`src/common/dcache_pkg.sv`:
```
`default_nettype none

package dcache_pkg;

   localparam int dword_width = 64;
   localparam int ptag_width = 8;
   localparam int page_offset_width = 12;
   localparam int paddr_width = ptag_width + page_offset_width;

   // Byte within a dword
   localparam int block_offset_width = 3;

   typedef logic [dword_width-1:0] dword_t;
   typedef logic [ptag_width-1:0] ptag_t;
   typedef logic [page_offset_width-1:0] page_offset_t;
   typedef logic [paddr_width-1:0] paddr_t;

   typedef enum logic [1:0]
   {
      e_op_load  = 2'b00,
      e_op_store = 2'b01
   } opcode_e;

   // Packet layout, opcode on top, then page offset, then store data
   localparam int pkt_data_lsb = 0;
   localparam int pkt_offset_lsb = pkt_data_lsb + dword_width;
   localparam int pkt_opcode_lsb = pkt_offset_lsb + page_offset_width;
   localparam int dcache_pkt_width = pkt_opcode_lsb + $bits(opcode_e);

   typedef logic [dcache_pkt_width-1:0] dcache_pkt_t;

   typedef enum logic [1:0]
   {
      e_idle,
      e_send_read,
      e_wait_resp,
      e_send_write
   } engine_state_e;

endpackage

`default_nettype wire
```
`src/common/dcache_fill_if.sv`:
```
`default_nettype none

interface dcache_fill_if
#(
   parameter int sets_p = 8
);

   localparam int index_width_lp = $clog2(sets_p);
   localparam int tag_width_lp =
      dcache_pkg::paddr_width - dcache_pkg::block_offset_width - index_width_lp;

   // Requests from the cache pipe
   logic miss_v;
   dcache_pkg::paddr_t miss_addr;
   logic store_v;
   dcache_pkg::paddr_t store_addr;
   dcache_pkg::dword_t store_data;

   // Engine status and array writes
   logic busy;
   logic fill_v;
   logic [index_width_lp-1:0] fill_index;
   logic [tag_width_lp-1:0] fill_tag;
   dcache_pkg::dword_t fill_data;

   modport cache
   (
      output miss_v, miss_addr, store_v, store_addr, store_data,
      input  busy, fill_v, fill_index, fill_tag, fill_data
   );

   modport engine
   (
      input  miss_v, miss_addr, store_v, store_addr, store_data,
      output busy, fill_v, fill_index, fill_tag, fill_data
   );

endinterface

`default_nettype wire

```
`src/trace_wrapper.sv`:
```
`default_nettype none

module trace_wrapper
#(
   parameter int sets_p = 8,
   parameter int fifo_els_p = 8
)
(
   input  wire logic                    clk_i,
   input  wire logic                    rst_i,

   input  wire logic                    pkt_v_i,
   input  wire dcache_pkg::dcache_pkt_t pkt_i,
   input  wire dcache_pkg::ptag_t       ptag_i,
   output logic                         ready_o,

   output dcache_pkg::dword_t           data_o,
   output logic                         v_o,

   output logic                         mem_cmd_v_o,
   output logic                         mem_cmd_write_o,
   output dcache_pkg::paddr_t           mem_cmd_addr_o,
   output dcache_pkg::dword_t           mem_cmd_data_o,
   input  wire logic                    mem_cmd_ready_i,

   input  wire logic                    mem_resp_v_i,
   input  wire dcache_pkg::dword_t      mem_resp_data_i,
   output logic                         mem_resp_yumi_o
);

   // FIFO head toward the pipe
   logic issue_v_lo;
   dcache_pkg::dcache_pkt_t issue_pkt_lo;
   dcache_pkg::ptag_t issue_ptag_lo;
   logic take_lo;
   logic rollback_lo;

   dcache_fill_if #(.sets_p(sets_p)) fill_if ();

   replay_fifo #(
      .fifo_els_p(fifo_els_p)
   ) u_replay_fifo (
      .clk_i        (clk_i),
      .rst_i        (rst_i),
      .enq_v_i      (pkt_v_i),
      .enq_pkt_i    (pkt_i),
      .enq_ptag_i   (ptag_i),
      .ready_o      (ready_o),
      .issue_v_o    (issue_v_lo),
      .issue_pkt_o  (issue_pkt_lo),
      .issue_ptag_o (issue_ptag_lo),
      .take_i       (take_lo),
      .commit_i     (v_o),
      .rollback_i   (rollback_lo)
   );

   dcache_pipe #(
      .sets_p(sets_p)
   ) u_dcache_pipe (
      .clk_i        (clk_i),
      .rst_i        (rst_i),
      .issue_v_i    (issue_v_lo),
      .issue_pkt_i  (issue_pkt_lo),
      .issue_ptag_i (issue_ptag_lo),
      .take_o       (take_lo),
      .commit_o     (v_o),
      .rollback_o   (rollback_lo),
      .data_o       (data_o),
      .fill         (fill_if.cache)
   );

   miss_engine #(
      .sets_p(sets_p)
   ) u_miss_engine (
      .clk_i           (clk_i),
      .rst_i           (rst_i),
      .fill            (fill_if.engine),
      .mem_cmd_v_o     (mem_cmd_v_o),
      .mem_cmd_write_o (mem_cmd_write_o),
      .mem_cmd_addr_o  (mem_cmd_addr_o),
      .mem_cmd_data_o  (mem_cmd_data_o),
      .mem_cmd_ready_i (mem_cmd_ready_i),
      .mem_resp_v_i    (mem_resp_v_i),
      .mem_resp_data_i (mem_resp_data_i),
      .mem_resp_yumi_o (mem_resp_yumi_o)
   );

endmodule

`default_nettype wire

```
`src/dcache/miss_engine.sv`:
```
`default_nettype none

module miss_engine
#(
   parameter int sets_p = 8
)
(
   input  wire logic               clk_i,
   input  wire logic               rst_i,

   dcache_fill_if.engine           fill,

   output logic                    mem_cmd_v_o,
   output logic                    mem_cmd_write_o,
   output dcache_pkg::paddr_t      mem_cmd_addr_o,
   output dcache_pkg::dword_t      mem_cmd_data_o,
   input  wire logic               mem_cmd_ready_i,

   input  wire logic               mem_resp_v_i,
   input  wire dcache_pkg::dword_t mem_resp_data_i,
   output logic                    mem_resp_yumi_o
);

   localparam int index_width_lp = $clog2(sets_p);
   localparam int tag_width_lp =
      dcache_pkg::paddr_width - dcache_pkg::block_offset_width - index_width_lp;

   dcache_pkg::engine_state_e state_r;
   dcache_pkg::engine_state_e state_n;
   dcache_pkg::paddr_t addr_r;
   dcache_pkg::dword_t data_r;
   dcache_pkg::dword_t fill_data_r;
   logic fill_v_r;

   // The fill cycle counts as busy so no store update races it
   assign fill.busy = (state_r != dcache_pkg::e_idle) | fill_v_r;
   assign fill.fill_v = fill_v_r;
   assign fill.fill_index = addr_r[dcache_pkg::block_offset_width +: index_width_lp];
   assign fill.fill_tag = addr_r[dcache_pkg::paddr_width-1 -: tag_width_lp];
   assign fill.fill_data = fill_data_r;

   assign mem_cmd_v_o = (state_r == dcache_pkg::e_send_read)
      | (state_r == dcache_pkg::e_send_write);
   assign mem_cmd_write_o = (state_r == dcache_pkg::e_send_write);
   assign mem_cmd_addr_o = addr_r;
   assign mem_cmd_data_o = data_r;
   assign mem_resp_yumi_o = (state_r == dcache_pkg::e_wait_resp) & mem_resp_v_i;

   always_comb
   begin
      state_n = state_r;
      case (state_r)
         dcache_pkg::e_idle:
         begin
            // Miss first, the pipe never raises both at once
            if (!fill.busy && fill.miss_v)
               state_n = dcache_pkg::e_send_read;
            else if (!fill.busy && fill.store_v)
               state_n = dcache_pkg::e_send_write;
         end
         dcache_pkg::e_send_read:
            if (mem_cmd_ready_i)
               state_n = dcache_pkg::e_wait_resp;
         dcache_pkg::e_wait_resp:
            if (mem_resp_v_i)
               state_n = dcache_pkg::e_idle;
         dcache_pkg::e_send_write:
            if (mem_cmd_ready_i)
               state_n = dcache_pkg::e_idle;
         default:
            state_n = dcache_pkg::e_idle;
      endcase
   end

   always_ff @(posedge clk_i)
   begin
      if (rst_i)
      begin
         state_r <= dcache_pkg::e_idle;
         fill_v_r <= 1'b0;
      end
      else
      begin
         state_r <= state_n;
         fill_v_r <= mem_resp_yumi_o;
      end
   end

   always_ff @(posedge clk_i)
   begin
      if (state_r == dcache_pkg::e_idle && !fill.busy)
      begin
         if (fill.miss_v)
            addr_r <= fill.miss_addr;
         else if (fill.store_v)
         begin
            addr_r <= fill.store_addr;
            data_r <= fill.store_data;
         end
      end
      if (mem_resp_yumi_o)
         fill_data_r <= mem_resp_data_i;
   end

   cmd_held_a: assert property (@(posedge clk_i) disable iff (rst_i)
      mem_cmd_v_o && !mem_cmd_ready_i |=>
         mem_cmd_v_o && $stable(mem_cmd_addr_o) && $stable(mem_cmd_write_o))
      else $error("miss_engine: command dropped before acceptance");

endmodule

`default_nettype wire

```
`src/dcache/dcache_pipe.sv`:
```
`default_nettype none

module dcache_pipe
#(
   parameter int sets_p = 8
)
(
   input  wire logic                    clk_i,
   input  wire logic                    rst_i,

   input  wire logic                    issue_v_i,
   input  wire dcache_pkg::dcache_pkt_t issue_pkt_i,
   input  wire dcache_pkg::ptag_t       issue_ptag_i,
   output logic                         take_o,
   output logic                         commit_o,
   output logic                         rollback_o,
   output dcache_pkg::dword_t           data_o,

   dcache_fill_if.cache                 fill
);

   localparam int index_width_lp = $clog2(sets_p);
   localparam int tag_width_lp =
      dcache_pkg::paddr_width - dcache_pkg::block_offset_width - index_width_lp;

   typedef logic [index_width_lp-1:0] index_t;
   typedef logic [tag_width_lp-1:0] tag_t;

   tag_t tag_mem [sets_p];
   dcache_pkg::dword_t data_mem [sets_p];
   logic [sets_p-1:0] valid_r;

   logic s1_v_r;
   dcache_pkg::dcache_pkt_t s1_pkt_r;
   dcache_pkg::ptag_t s1_ptag_r;
   dcache_pkg::paddr_t s1_addr;
   index_t s1_index;
   logic s1_fill_match;
   logic s1_store_match;

   logic s2_v_r;
   logic s2_store_r;
   dcache_pkg::paddr_t s2_addr_r;
   dcache_pkg::dword_t s2_data_r;
   logic s2_line_v_r;
   tag_t s2_tag_r;
   dcache_pkg::dword_t s2_line_r;
   index_t s2_index;
   logic s2_hit;

   logic commit;
   logic poison;
   logic store_hit;
   logic load_miss;
   logic miss_pending_r;
   dcache_pkg::paddr_t miss_addr_r;

   assign s1_addr = {s1_ptag_r,
      s1_pkt_r[dcache_pkg::pkt_offset_lsb +: dcache_pkg::page_offset_width]};
   assign s1_index = s1_addr[dcache_pkg::block_offset_width +: index_width_lp];

   assign s2_index = s2_addr_r[dcache_pkg::block_offset_width +: index_width_lp];
   assign s2_hit = s2_line_v_r
      && (s2_tag_r == s2_addr_r[dcache_pkg::paddr_width-1 -: tag_width_lp]);

   // Stores go through to memory, so they need a free engine
   assign commit = s2_v_r & (s2_store_r ? ~fill.busy : s2_hit);
   assign poison = s2_v_r & ~commit;
   assign store_hit = commit & s2_store_r & s2_hit;
   assign load_miss = s2_v_r & ~s2_store_r & ~s2_hit;

   assign take_o = issue_v_i & ~poison;
   assign commit_o = commit;
   assign rollback_o = poison;
   assign data_o = s2_store_r ? '0 : s2_line_r;

   // Writes landing this cycle are forwarded into the stage 1 read
   assign s1_fill_match = fill.fill_v && (fill.fill_index == s1_index);
   assign s1_store_match = store_hit && (s2_index == s1_index);

   assign fill.miss_v = miss_pending_r;
   assign fill.miss_addr = miss_addr_r;
   assign fill.store_v = commit & s2_store_r;
   assign fill.store_addr = s2_addr_r;
   assign fill.store_data = s2_data_r;

   always_ff @(posedge clk_i)
   begin
      if (rst_i)
      begin
         s1_v_r <= 1'b0;
         s2_v_r <= 1'b0;
         miss_pending_r <= 1'b0;
      end
      else
      begin
         s1_v_r <= take_o;
         s2_v_r <= s1_v_r & ~poison;
         if (load_miss && !fill.busy && !miss_pending_r)
            miss_pending_r <= 1'b1;
         else if (!fill.busy)
            miss_pending_r <= 1'b0;
      end
   end

   always_ff @(posedge clk_i)
   begin
      if (take_o)
      begin
         s1_pkt_r <= issue_pkt_i;
         s1_ptag_r <= issue_ptag_i;
      end
      if (load_miss && !fill.busy && !miss_pending_r)
         miss_addr_r <= s2_addr_r;

      s2_store_r <= dcache_pkg::opcode_e'(
         s1_pkt_r[dcache_pkg::pkt_opcode_lsb +: $bits(dcache_pkg::opcode_e)])
         == dcache_pkg::e_op_store;
      s2_addr_r <= s1_addr;
      s2_data_r <= s1_pkt_r[dcache_pkg::pkt_data_lsb +: dcache_pkg::dword_width];
      s2_tag_r <= s1_fill_match ? fill.fill_tag : tag_mem[s1_index];
      s2_line_v_r <= s1_fill_match | valid_r[s1_index];
      if (s1_fill_match)
         s2_line_r <= fill.fill_data;
      else if (s1_store_match)
         s2_line_r <= s2_data_r;
      else
         s2_line_r <= data_mem[s1_index];
   end

   always_ff @(posedge clk_i)
   begin
      if (fill.fill_v)
      begin
         tag_mem[fill.fill_index] <= fill.fill_tag;
         data_mem[fill.fill_index] <= fill.fill_data;
      end
      else if (store_hit)
         data_mem[s2_index] <= s2_data_r;
   end

   always_ff @(posedge clk_i)
   begin
      if (rst_i)
         valid_r <= '0;
      else if (fill.fill_v)
         valid_r[fill.fill_index] <= 1'b1;
   end

   // Engine keeps busy high through its fill write
   fill_store_excl_a: assert property (@(posedge clk_i) disable iff (rst_i)
      !(fill.fill_v && fill.store_v))
      else $error("dcache_pipe: store commit during a fill write");

endmodule

`default_nettype wire

```
`src/replay_fifo.sv`:
```
`default_nettype none

module replay_fifo
#(
   parameter int fifo_els_p = 8
)
(
   input  wire logic                    clk_i,
   input  wire logic                    rst_i,

   input  wire logic                    enq_v_i,
   input  wire dcache_pkg::dcache_pkt_t enq_pkt_i,
   input  wire dcache_pkg::ptag_t       enq_ptag_i,
   output logic                         ready_o,

   output logic                         issue_v_o,
   output dcache_pkg::dcache_pkt_t      issue_pkt_o,
   output dcache_pkg::ptag_t            issue_ptag_o,

   input  wire logic                    take_i,
   input  wire logic                    commit_i,
   input  wire logic                    rollback_i
);

   localparam int addr_width_lp = $clog2(fifo_els_p);

   // Extra top bit tells full from empty
   typedef logic [addr_width_lp:0] ptr_t;

   dcache_pkg::dcache_pkt_t pkt_mem [fifo_els_p];
   dcache_pkg::ptag_t ptag_mem [fifo_els_p];

   ptr_t wptr_r;
   ptr_t iptr_r;
   ptr_t cptr_r;
   logic full;
   logic enq;

   // Space is only freed by commits, replays stay intact
   assign full = (wptr_r[addr_width_lp] != cptr_r[addr_width_lp])
      && (wptr_r[addr_width_lp-1:0] == cptr_r[addr_width_lp-1:0]);
   assign ready_o = ~full;
   assign enq = enq_v_i & ~full;

   assign issue_v_o = (iptr_r != wptr_r);
   assign issue_pkt_o = pkt_mem[iptr_r[addr_width_lp-1:0]];
   assign issue_ptag_o = ptag_mem[iptr_r[addr_width_lp-1:0]];

   always_ff @(posedge clk_i)
   begin
      if (enq)
      begin
         pkt_mem[wptr_r[addr_width_lp-1:0]] <= enq_pkt_i;
         ptag_mem[wptr_r[addr_width_lp-1:0]] <= enq_ptag_i;
      end
   end

   always_ff @(posedge clk_i)
   begin
      if (rst_i)
      begin
         wptr_r <= '0;
         iptr_r <= '0;
         cptr_r <= '0;
      end
      else
      begin
         if (enq)
            wptr_r <= wptr_r + 1'b1;
         // Poisoned ops are offered again from the oldest uncommitted one
         if (rollback_i)
            iptr_r <= cptr_r;
         else if (take_i)
            iptr_r <= iptr_r + 1'b1;
         if (commit_i)
            cptr_r <= cptr_r + 1'b1;
      end
   end

   commit_not_empty_a: assert property (@(posedge clk_i) disable iff (rst_i)
      commit_i |-> (cptr_r != wptr_r))
      else $error("replay_fifo: commit with no uncommitted entry");

endmodule

`default_nettype wire

```
`config.mk`:
```
export PLATFORM = sky130hd
export DESIGN_NAME = trace_wrapper
export DESIGN_NICKNAME = d
export VERILOG_FILES = /design/src/common/dcache_pkg.sv /design/src/common/dcache_fill_if.sv /design/src/trace_wrapper.sv /design/src/dcache/miss_engine.sv /design/src/dcache/dcache_pipe.sv /design/src/replay_fifo.sv
export SDC_FILE = /design/constraint.sdc
export NUM_CORES = 1
export LEC_CHECK = 0
export ABC_CLOCK_PERIOD_IN_PS = 8300
export BUFFER_PORTS_ARGS = -buffer_cell sky130_fd_sc_hd__buf_2
export CAP_MARGIN = 20
export CORE_MARGIN = 5
export CORE_UTILIZATION = 55
export DETAILED_ROUTE_END_ITERATION = 8
export PLACE_DENSITY = 0.78
export SKIP_CTS_REPAIR_TIMING = 1
export SYNTH_ARGS = -nofsm -noshare
export SYNTH_HDL_FRONTEND = slang
export SYNTH_SLANG_ARGS = --single-unit
```
`constraint.sdc`:
```
create_clock -name clk_i -period 8.3 [get_ports clk_i]
set_input_delay 1.66 -clock clk_i [delete_from_list [all_inputs] [get_ports clk_i]]
set_output_delay 1.66 -clock clk_i [all_outputs]
set_load 0.03 [all_outputs]
```
# Word level (Yosys, flattened, before mapping)
# Memories as Yosys holds them, arrays and structs flattened. A register that Yosys moved wholly into a read port is not among the register bits.
# Index checks and enable logic that the tools add are counted.
[totals]
reg_bits = 280
latch_bits = 0
ram_bits = 1312
mem_bits_ro = 0
inputBits = 155
out_inout_bits = 153
word_cells = 109
mem_count = 4
[op_classes]
add_sub_neg = 3
mul = 0
div_mod_pow = 0
order_cmp = 3
n_eq_ne = 14
n_shift = 0
n_mux = 28
bitwise_logic = 21
n_reduce_logical = 19
[mem_list]
columns = ["memory", "depth", "word_bits", "rd", "rd_clocked_by_memory_dff", "wr", "line_no", "source"]
rows = [
  ["u_replay_fifo.pkt_mem", 8, 78, 1, 1, 1, "replay_fifo.sv:30", "dcache_pkg::dcache_pkt_t pkt_mem [fifo_els_p];"],
  ["u_dcache_pipe.data_mem", 8, 64, 1, 1, 1, "dcache_pipe.sv:30", "dcache_pkg::dword_t data_mem [sets_p];"],
  ["u_dcache_pipe.tag_mem", 8, 14, 1, 1, 1, "dcache_pipe.sv:29", "tag_t tag_mem [sets_p];"],
  ["u_replay_fifo.ptag_mem", 8, 8, 1, 1, 1, "replay_fifo.sv:31", "dcache_pkg::ptag_t ptag_mem [fifo_els_p];"],
]
[ops]
columns = ["operator", "n"]
rows = [
  ["two-way mux 64 bit", 2],
  ["OR reduction 64 bit", 1],
  ["two-way mux 20 bit", 2],
  ["== test 14 bit", 1],
  ["two-way mux 1 bit", 13],
  ["adder 4 x 1 -> 4 bit (second input constant)", 3],
  ["bitwise AND 1 bit", 10],
  ["two-way mux 2 bit", 5],
  ["logical AND 1 bit", 9],
  ["less-than comparator 3 x 4 -> 1 bit (second input constant)", 2],
  ["two-way mux 4 bit", 2],
  ["OR 8 bit", 1],
  ["case mux 2 bit (4 select lines)", 1],
  ["NOT 1 bit", 7],
  ["== test 3 bit", 2],
  ["inequality test 2 bit (second input constant)", 3],
  ["nonzero test 2 bit", 3],
  ["== test 2 x 1 -> 1 bit (second input constant)", 2],
  ["== test 2 bit (second input constant)", 2],
  ["inequality test 4 bit", 1],
  ["AND reduction 4 bit", 1],
  ["binary-select mux 1 bit (select 3 bit)", 1],
  ["demux 1 bit (select 3 bit)", 1],
  [">= comparator 3 x 1 -> 1 bit (second input constant)", 1],
  ["other kinds (9)", 12],
]

# Depth between registers and ports, before layout
[depth]
ltp_word = 12
mapped_depth = 11

# Hierarchy
# From an unflattened synthesis, not the netlist that was laid out.
[unflattened]
cells_unflattened = 3167
hier_area_um2 = 65621.7
[modules_own_cells]
columns = ["module", "n_inst", "cells_each", "area_each_um2", "seq_area_each_um2"]
rows = [
  ["dcache_pipe", 1, 1879, 33644.8, 25204.2],
  ["replay_fifo", 1, 1083, 26999.6, 20960.1],
  ["miss_engine", 1, 205, 4977.3, 4504.3],
]

# Least setup slack after synthesis
# OpenSTA, ideal clock, no wires.
[synth_timing]
kind = "input-to-reg"
startpoint = "input port pkt_v_i"
endpoint = "memory u_replay_fifo.pkt_mem[5][0] in the netlist's numbering (enable)"
setup_time_ps = 654
arrival_ps = 8231
required_time_ps = 7646
slack_ps = -585
path_stages = 3
n_path_buf = 0
path_cell_list = "and2_1 nand2_1 nor3b_1"
[synth_via]
elab_chain_cells = 3
[synth_rtl]
columns = ["element", "line_no", "source"]
rows = [
  ["start: declaration", "trace_wrapper.sv:12", "input wire logic pkt_v_i,"],
  ["bitwise AND 1 bit", "replay_fifo.sv:43", "assign enq = enq_v_i & ~full;"],
  ["two-way mux 1 bit", "replay_fifo.sv:51", "if (enq)"],
  ["two-way mux 1 bit (implied by the code)", "replay_fifo.sv:53", "pkt_mem[wptr_r[addr_width_lp-1:0]] <= enq_pkt_i;"],
  ["end: declaration", "replay_fifo.sv:30", ""],
]
# No other way between the ends.

==> flow_metrics.py <==
metrics = {
    "detailed_routing": {
        "wl_met3_um": 14510,
        "wl_met2_um": 68170,
        "viasPerCell": 6.131,
        "drt-initial-drc-count": 3171,
        "first_pass_iters": 6,
        "vias": 29163,
        "antenna_left": 0,
        "top_layer": "met5",
        "drc": 0,
        "drt_wl_total_um": 140100,
        "wl_per_cell_um": 29.45,
        "wl_met1_um": 52010,
    },
    "layout": {
        "nets": 3278,
        "fin_cells": 4757,
        "drive_gt1_share_pct": 34.30,
        "utilization_pct": 63.44,
        "final_common_cell": "edfxtp_1",
        "final_area_mm2": 0.07040,
        "area_delta_synth_final_pct": 14.20,
        "layout_common_cells": "edfxtp_1, mux4_2, buf_2, clkbuf_16, nand2_1",
        "nFillCells": 7027,
    },
    "placement": {
        "place_area_mm2": 0.06510,
        "gp_congestion": 0.8852,
        "portBuffers": 307,
        "dp_cells": 4446,
        "dp_hpwl_um": 81760,
    },
    "critical_path": {
        "crit_type": "flop to primary output",
        "start_kind": "flop",
        "required_ns": 6.64,
        "r2r-start": "u_dcache_pipe.fill.store_addr[3]$_DFF_P_",
        "worstPathMaxFanout": 56,
        "arrival_ns": 4.39,
        "reg2regPathDepth": 10,
        "critPathLaunch": "u_dcache_pipe.fill.store_addr[3]$_DFF_P_",
        "cp-end-kind": "primary output",
    },
    "floorplan": {
        "die_x_um": 344.8,
        "start_util_pct": 55.55,
        "die-area_mm2": 0.1189,
        "placementRows": 122,
        "die_h_um": 344.8,
        "io_pins": 308,
        "coreArea_mm2": 0.1110,
    },
    "clocking": {
        "path_clk_slew_ns": 0.06,
        "numCtsBuffers": 159,
        "h-tree-depth": 4,
        "cts_num_sinks": 1678,
        "root_buffer": "clkbuf_16",
        "worstSkewPairLatency_ns": 0.76,
        "clock_path_buffers": 3,
        "cts_tree": "yes",
    },
    "synth": {
        "synth_edf_count": 1566,
        "yosys.area_share.adder_pct": 0.06089,
        "ys_seq_area_share_pct": 79.92,
        "synth_ff_type": "edfxtp_1",
        "syn_inst": 2733,
        "syn_nets": 2891,
        "async_flop_share_pct": 0,
        "synth_simple_gate_area_share_pct": 1.896,
        "ys_seq_elements": 1678,
        "synth_mux_area_share_pct": 15.65,
        "synth_cell_types": 54,
        "synth_warnings": 0,
        "synth_top_family_by_area": "multiplexers",
        "netlist_area_mm2": 0.06165,
        "synth_compound_area_share_pct": 1.110,
        "synthXorXnorAreaFrac_pct": 0.3268,
        "syn_avg_cell_area_um2": 22.56,
    },
    "timing": {
        "finalCriticalPeriod_ns": 6.050,
        "rsz0062_at_grt": "false",
        "worst_pin_slew_ns": 1.132,
        "holdWs_ns": 0.3412,
        "final-setup-viol-count": 0,
        "drv_slew": 0,
        "finalHoldViolCount": 0,
        "tns_ns": 0,
        "clock_skew_ns": 0.02853,
        "period_share_pct": 72.89,
        "clock.fmax_mhz": 165.3,
        "relSlewSlack_pct": 24.42,
    },
    "global_routing": {
        "overflow": 0,
        "grt_pass1_vias": 29518,
        "grt_usage_pct": 23.60,
        "antenna_found_initial": 45,
        "grt_pass1_wl_um": 201200,
        "grt_max_degree": 140,
    },
    "worst_hold_path": {
        "hold_class": "flop to flop",
        "hp-start": "u_dcache_pipe.s1_pkt_r[65]$_DFFE_PP_",
        "worstHoldPathCells": 0,
    },
    "run": {
        "cap_violations": 0,
    },
    "run_status": {
        "outcome": "finished, final reports clean",
    },
    "power": {
        "p_leak_nw": 23.03,
        "vdd_drop_max_uv": 267.5,
        "power_density_mw_per_mm2": 321.8,
    },
}
-- flip-flops by register name (all words and copies together) (netlist names), 64 cells and up --
register	count
u_dcache_pipe.tag_mem	112
u_replay_fifo.pkt_mem	624
u_miss_engine.fill.fill_data	64
u_miss_engine.mem_cmd_data_o	64
u_dcache_pipe.data_mem	512
u_dcache_pipe.fill.store_data	64
u_dcache_pipe.s1_pkt_r	78
u_replay_fifo.ptag_mem	64
-- where the power goes --
part	switching, mW	total, mW	internal [mW]	leakage (nW)
Sequential	0.698	10.8	10.1	15.1
Clock	3.03	7.21	4.17	2.55
Combinational	2.74	4.66	1.93	5.33
-- cells by family after synthesis --
logic type | Yosys count
muxes | 526
buffers and inverters | 132
and+or+nand+nor | 255
adders and majority gates | 3
xor gates and xnor gates | 23
AOI/OAI and AO/OA | 116
DFF | 1678
-- final timing paths --
| path | endpoint | slack, ns |
|---|---|---|
| hold reg to reg | u_dcache_pipe.fill.store_addr[1]$_DFF_P_ | 0.34 |
| hold / removal | u_dcache_pipe.fill.store_addr[1]$_DFF_P_ | 0.34 |
| setup reg to reg | u_dcache_pipe.data_mem[3][49]$_DFFE_PP_ | 2.65 |
| setup / recovery | v_o | 2.25 |
-- cell type report --
| type | instances | area [µm²] | share of cell area [%] |
|---|---|---|---|
| diodes | 15 | 37.54 | 0.05332 |
| clock buffers | 230 | 4511 | 6.407 |
| clock inverters | 65 | 724.4 | 1.029 |
| inverters | 4 | 15.01 | 0.02133 |
| multi-input cells | 923 | 11980 | 17.02 |
| flip-flops and latches | 1678 | 49290 | 70.01 |
| well taps | 1488 | 1862 | 2.645 |
| repair buffers | 354 | 1979 | 2.812 |
-- metrics by stage --
stage | power [mW] | setup WS (ns)
3_5_place_dp | 15.59 | 2.602
3_3_place_gp | 15.47 | 2.637
6_report | 22.66 | 2.250
4_1_cts | 22.78 | 2.183
5_1_grt | 23.49 | 1.978
2_1_floorplan | 13.92 | 0.02287
-- cell usage after synthesis (7+ instances only) --
master	count	area share (%)
edfxtp_1	1566	76
mux4_2	315	12
nand2_1	149	0.91
dfxtp_1	112	3.6
mux2_2	109	2.0
a21oi_1	73	0.59
clkbuf_1	71	0.43
mux2_4	60	1.5
mux2i_1	38	0.62
buf_1	37	0.23
nor2_1	32	0.19
nor3_1	13	0.11
nand2b_1	12	0.12
xnor2_1	12	0.17
xor2_1	11	0.16
o21ai_0	10	0.081
buf_2	8	0.065
nor2b_1	8	0.081
nor3b_1	7	0.085
-- critical path, stage by stage, from the launching register on --
cell      delay [ns]
dfxtp_4         0.63
buf_4           0.85
mux2i_1         0.21
a22o_1          0.28
o21ai_0         0.23
nand4b_1        0.15
nor4b_1         0.41
nand4_1         0.32
nand2_1         0.26
buf_2           0.24
-- metal layers --
| metal | track usage (%) | vias up |
|---|---|---|
| li1 | - | 12010 |
| met1 | 32.24 | 15292 |
| met2 | 37.06 | 1543 |
| met3 | 6.625 | 290 |
| met4 | 8.757 | 28 |
| met5 | 0 | - |
(Power assumes the default switching activity.)
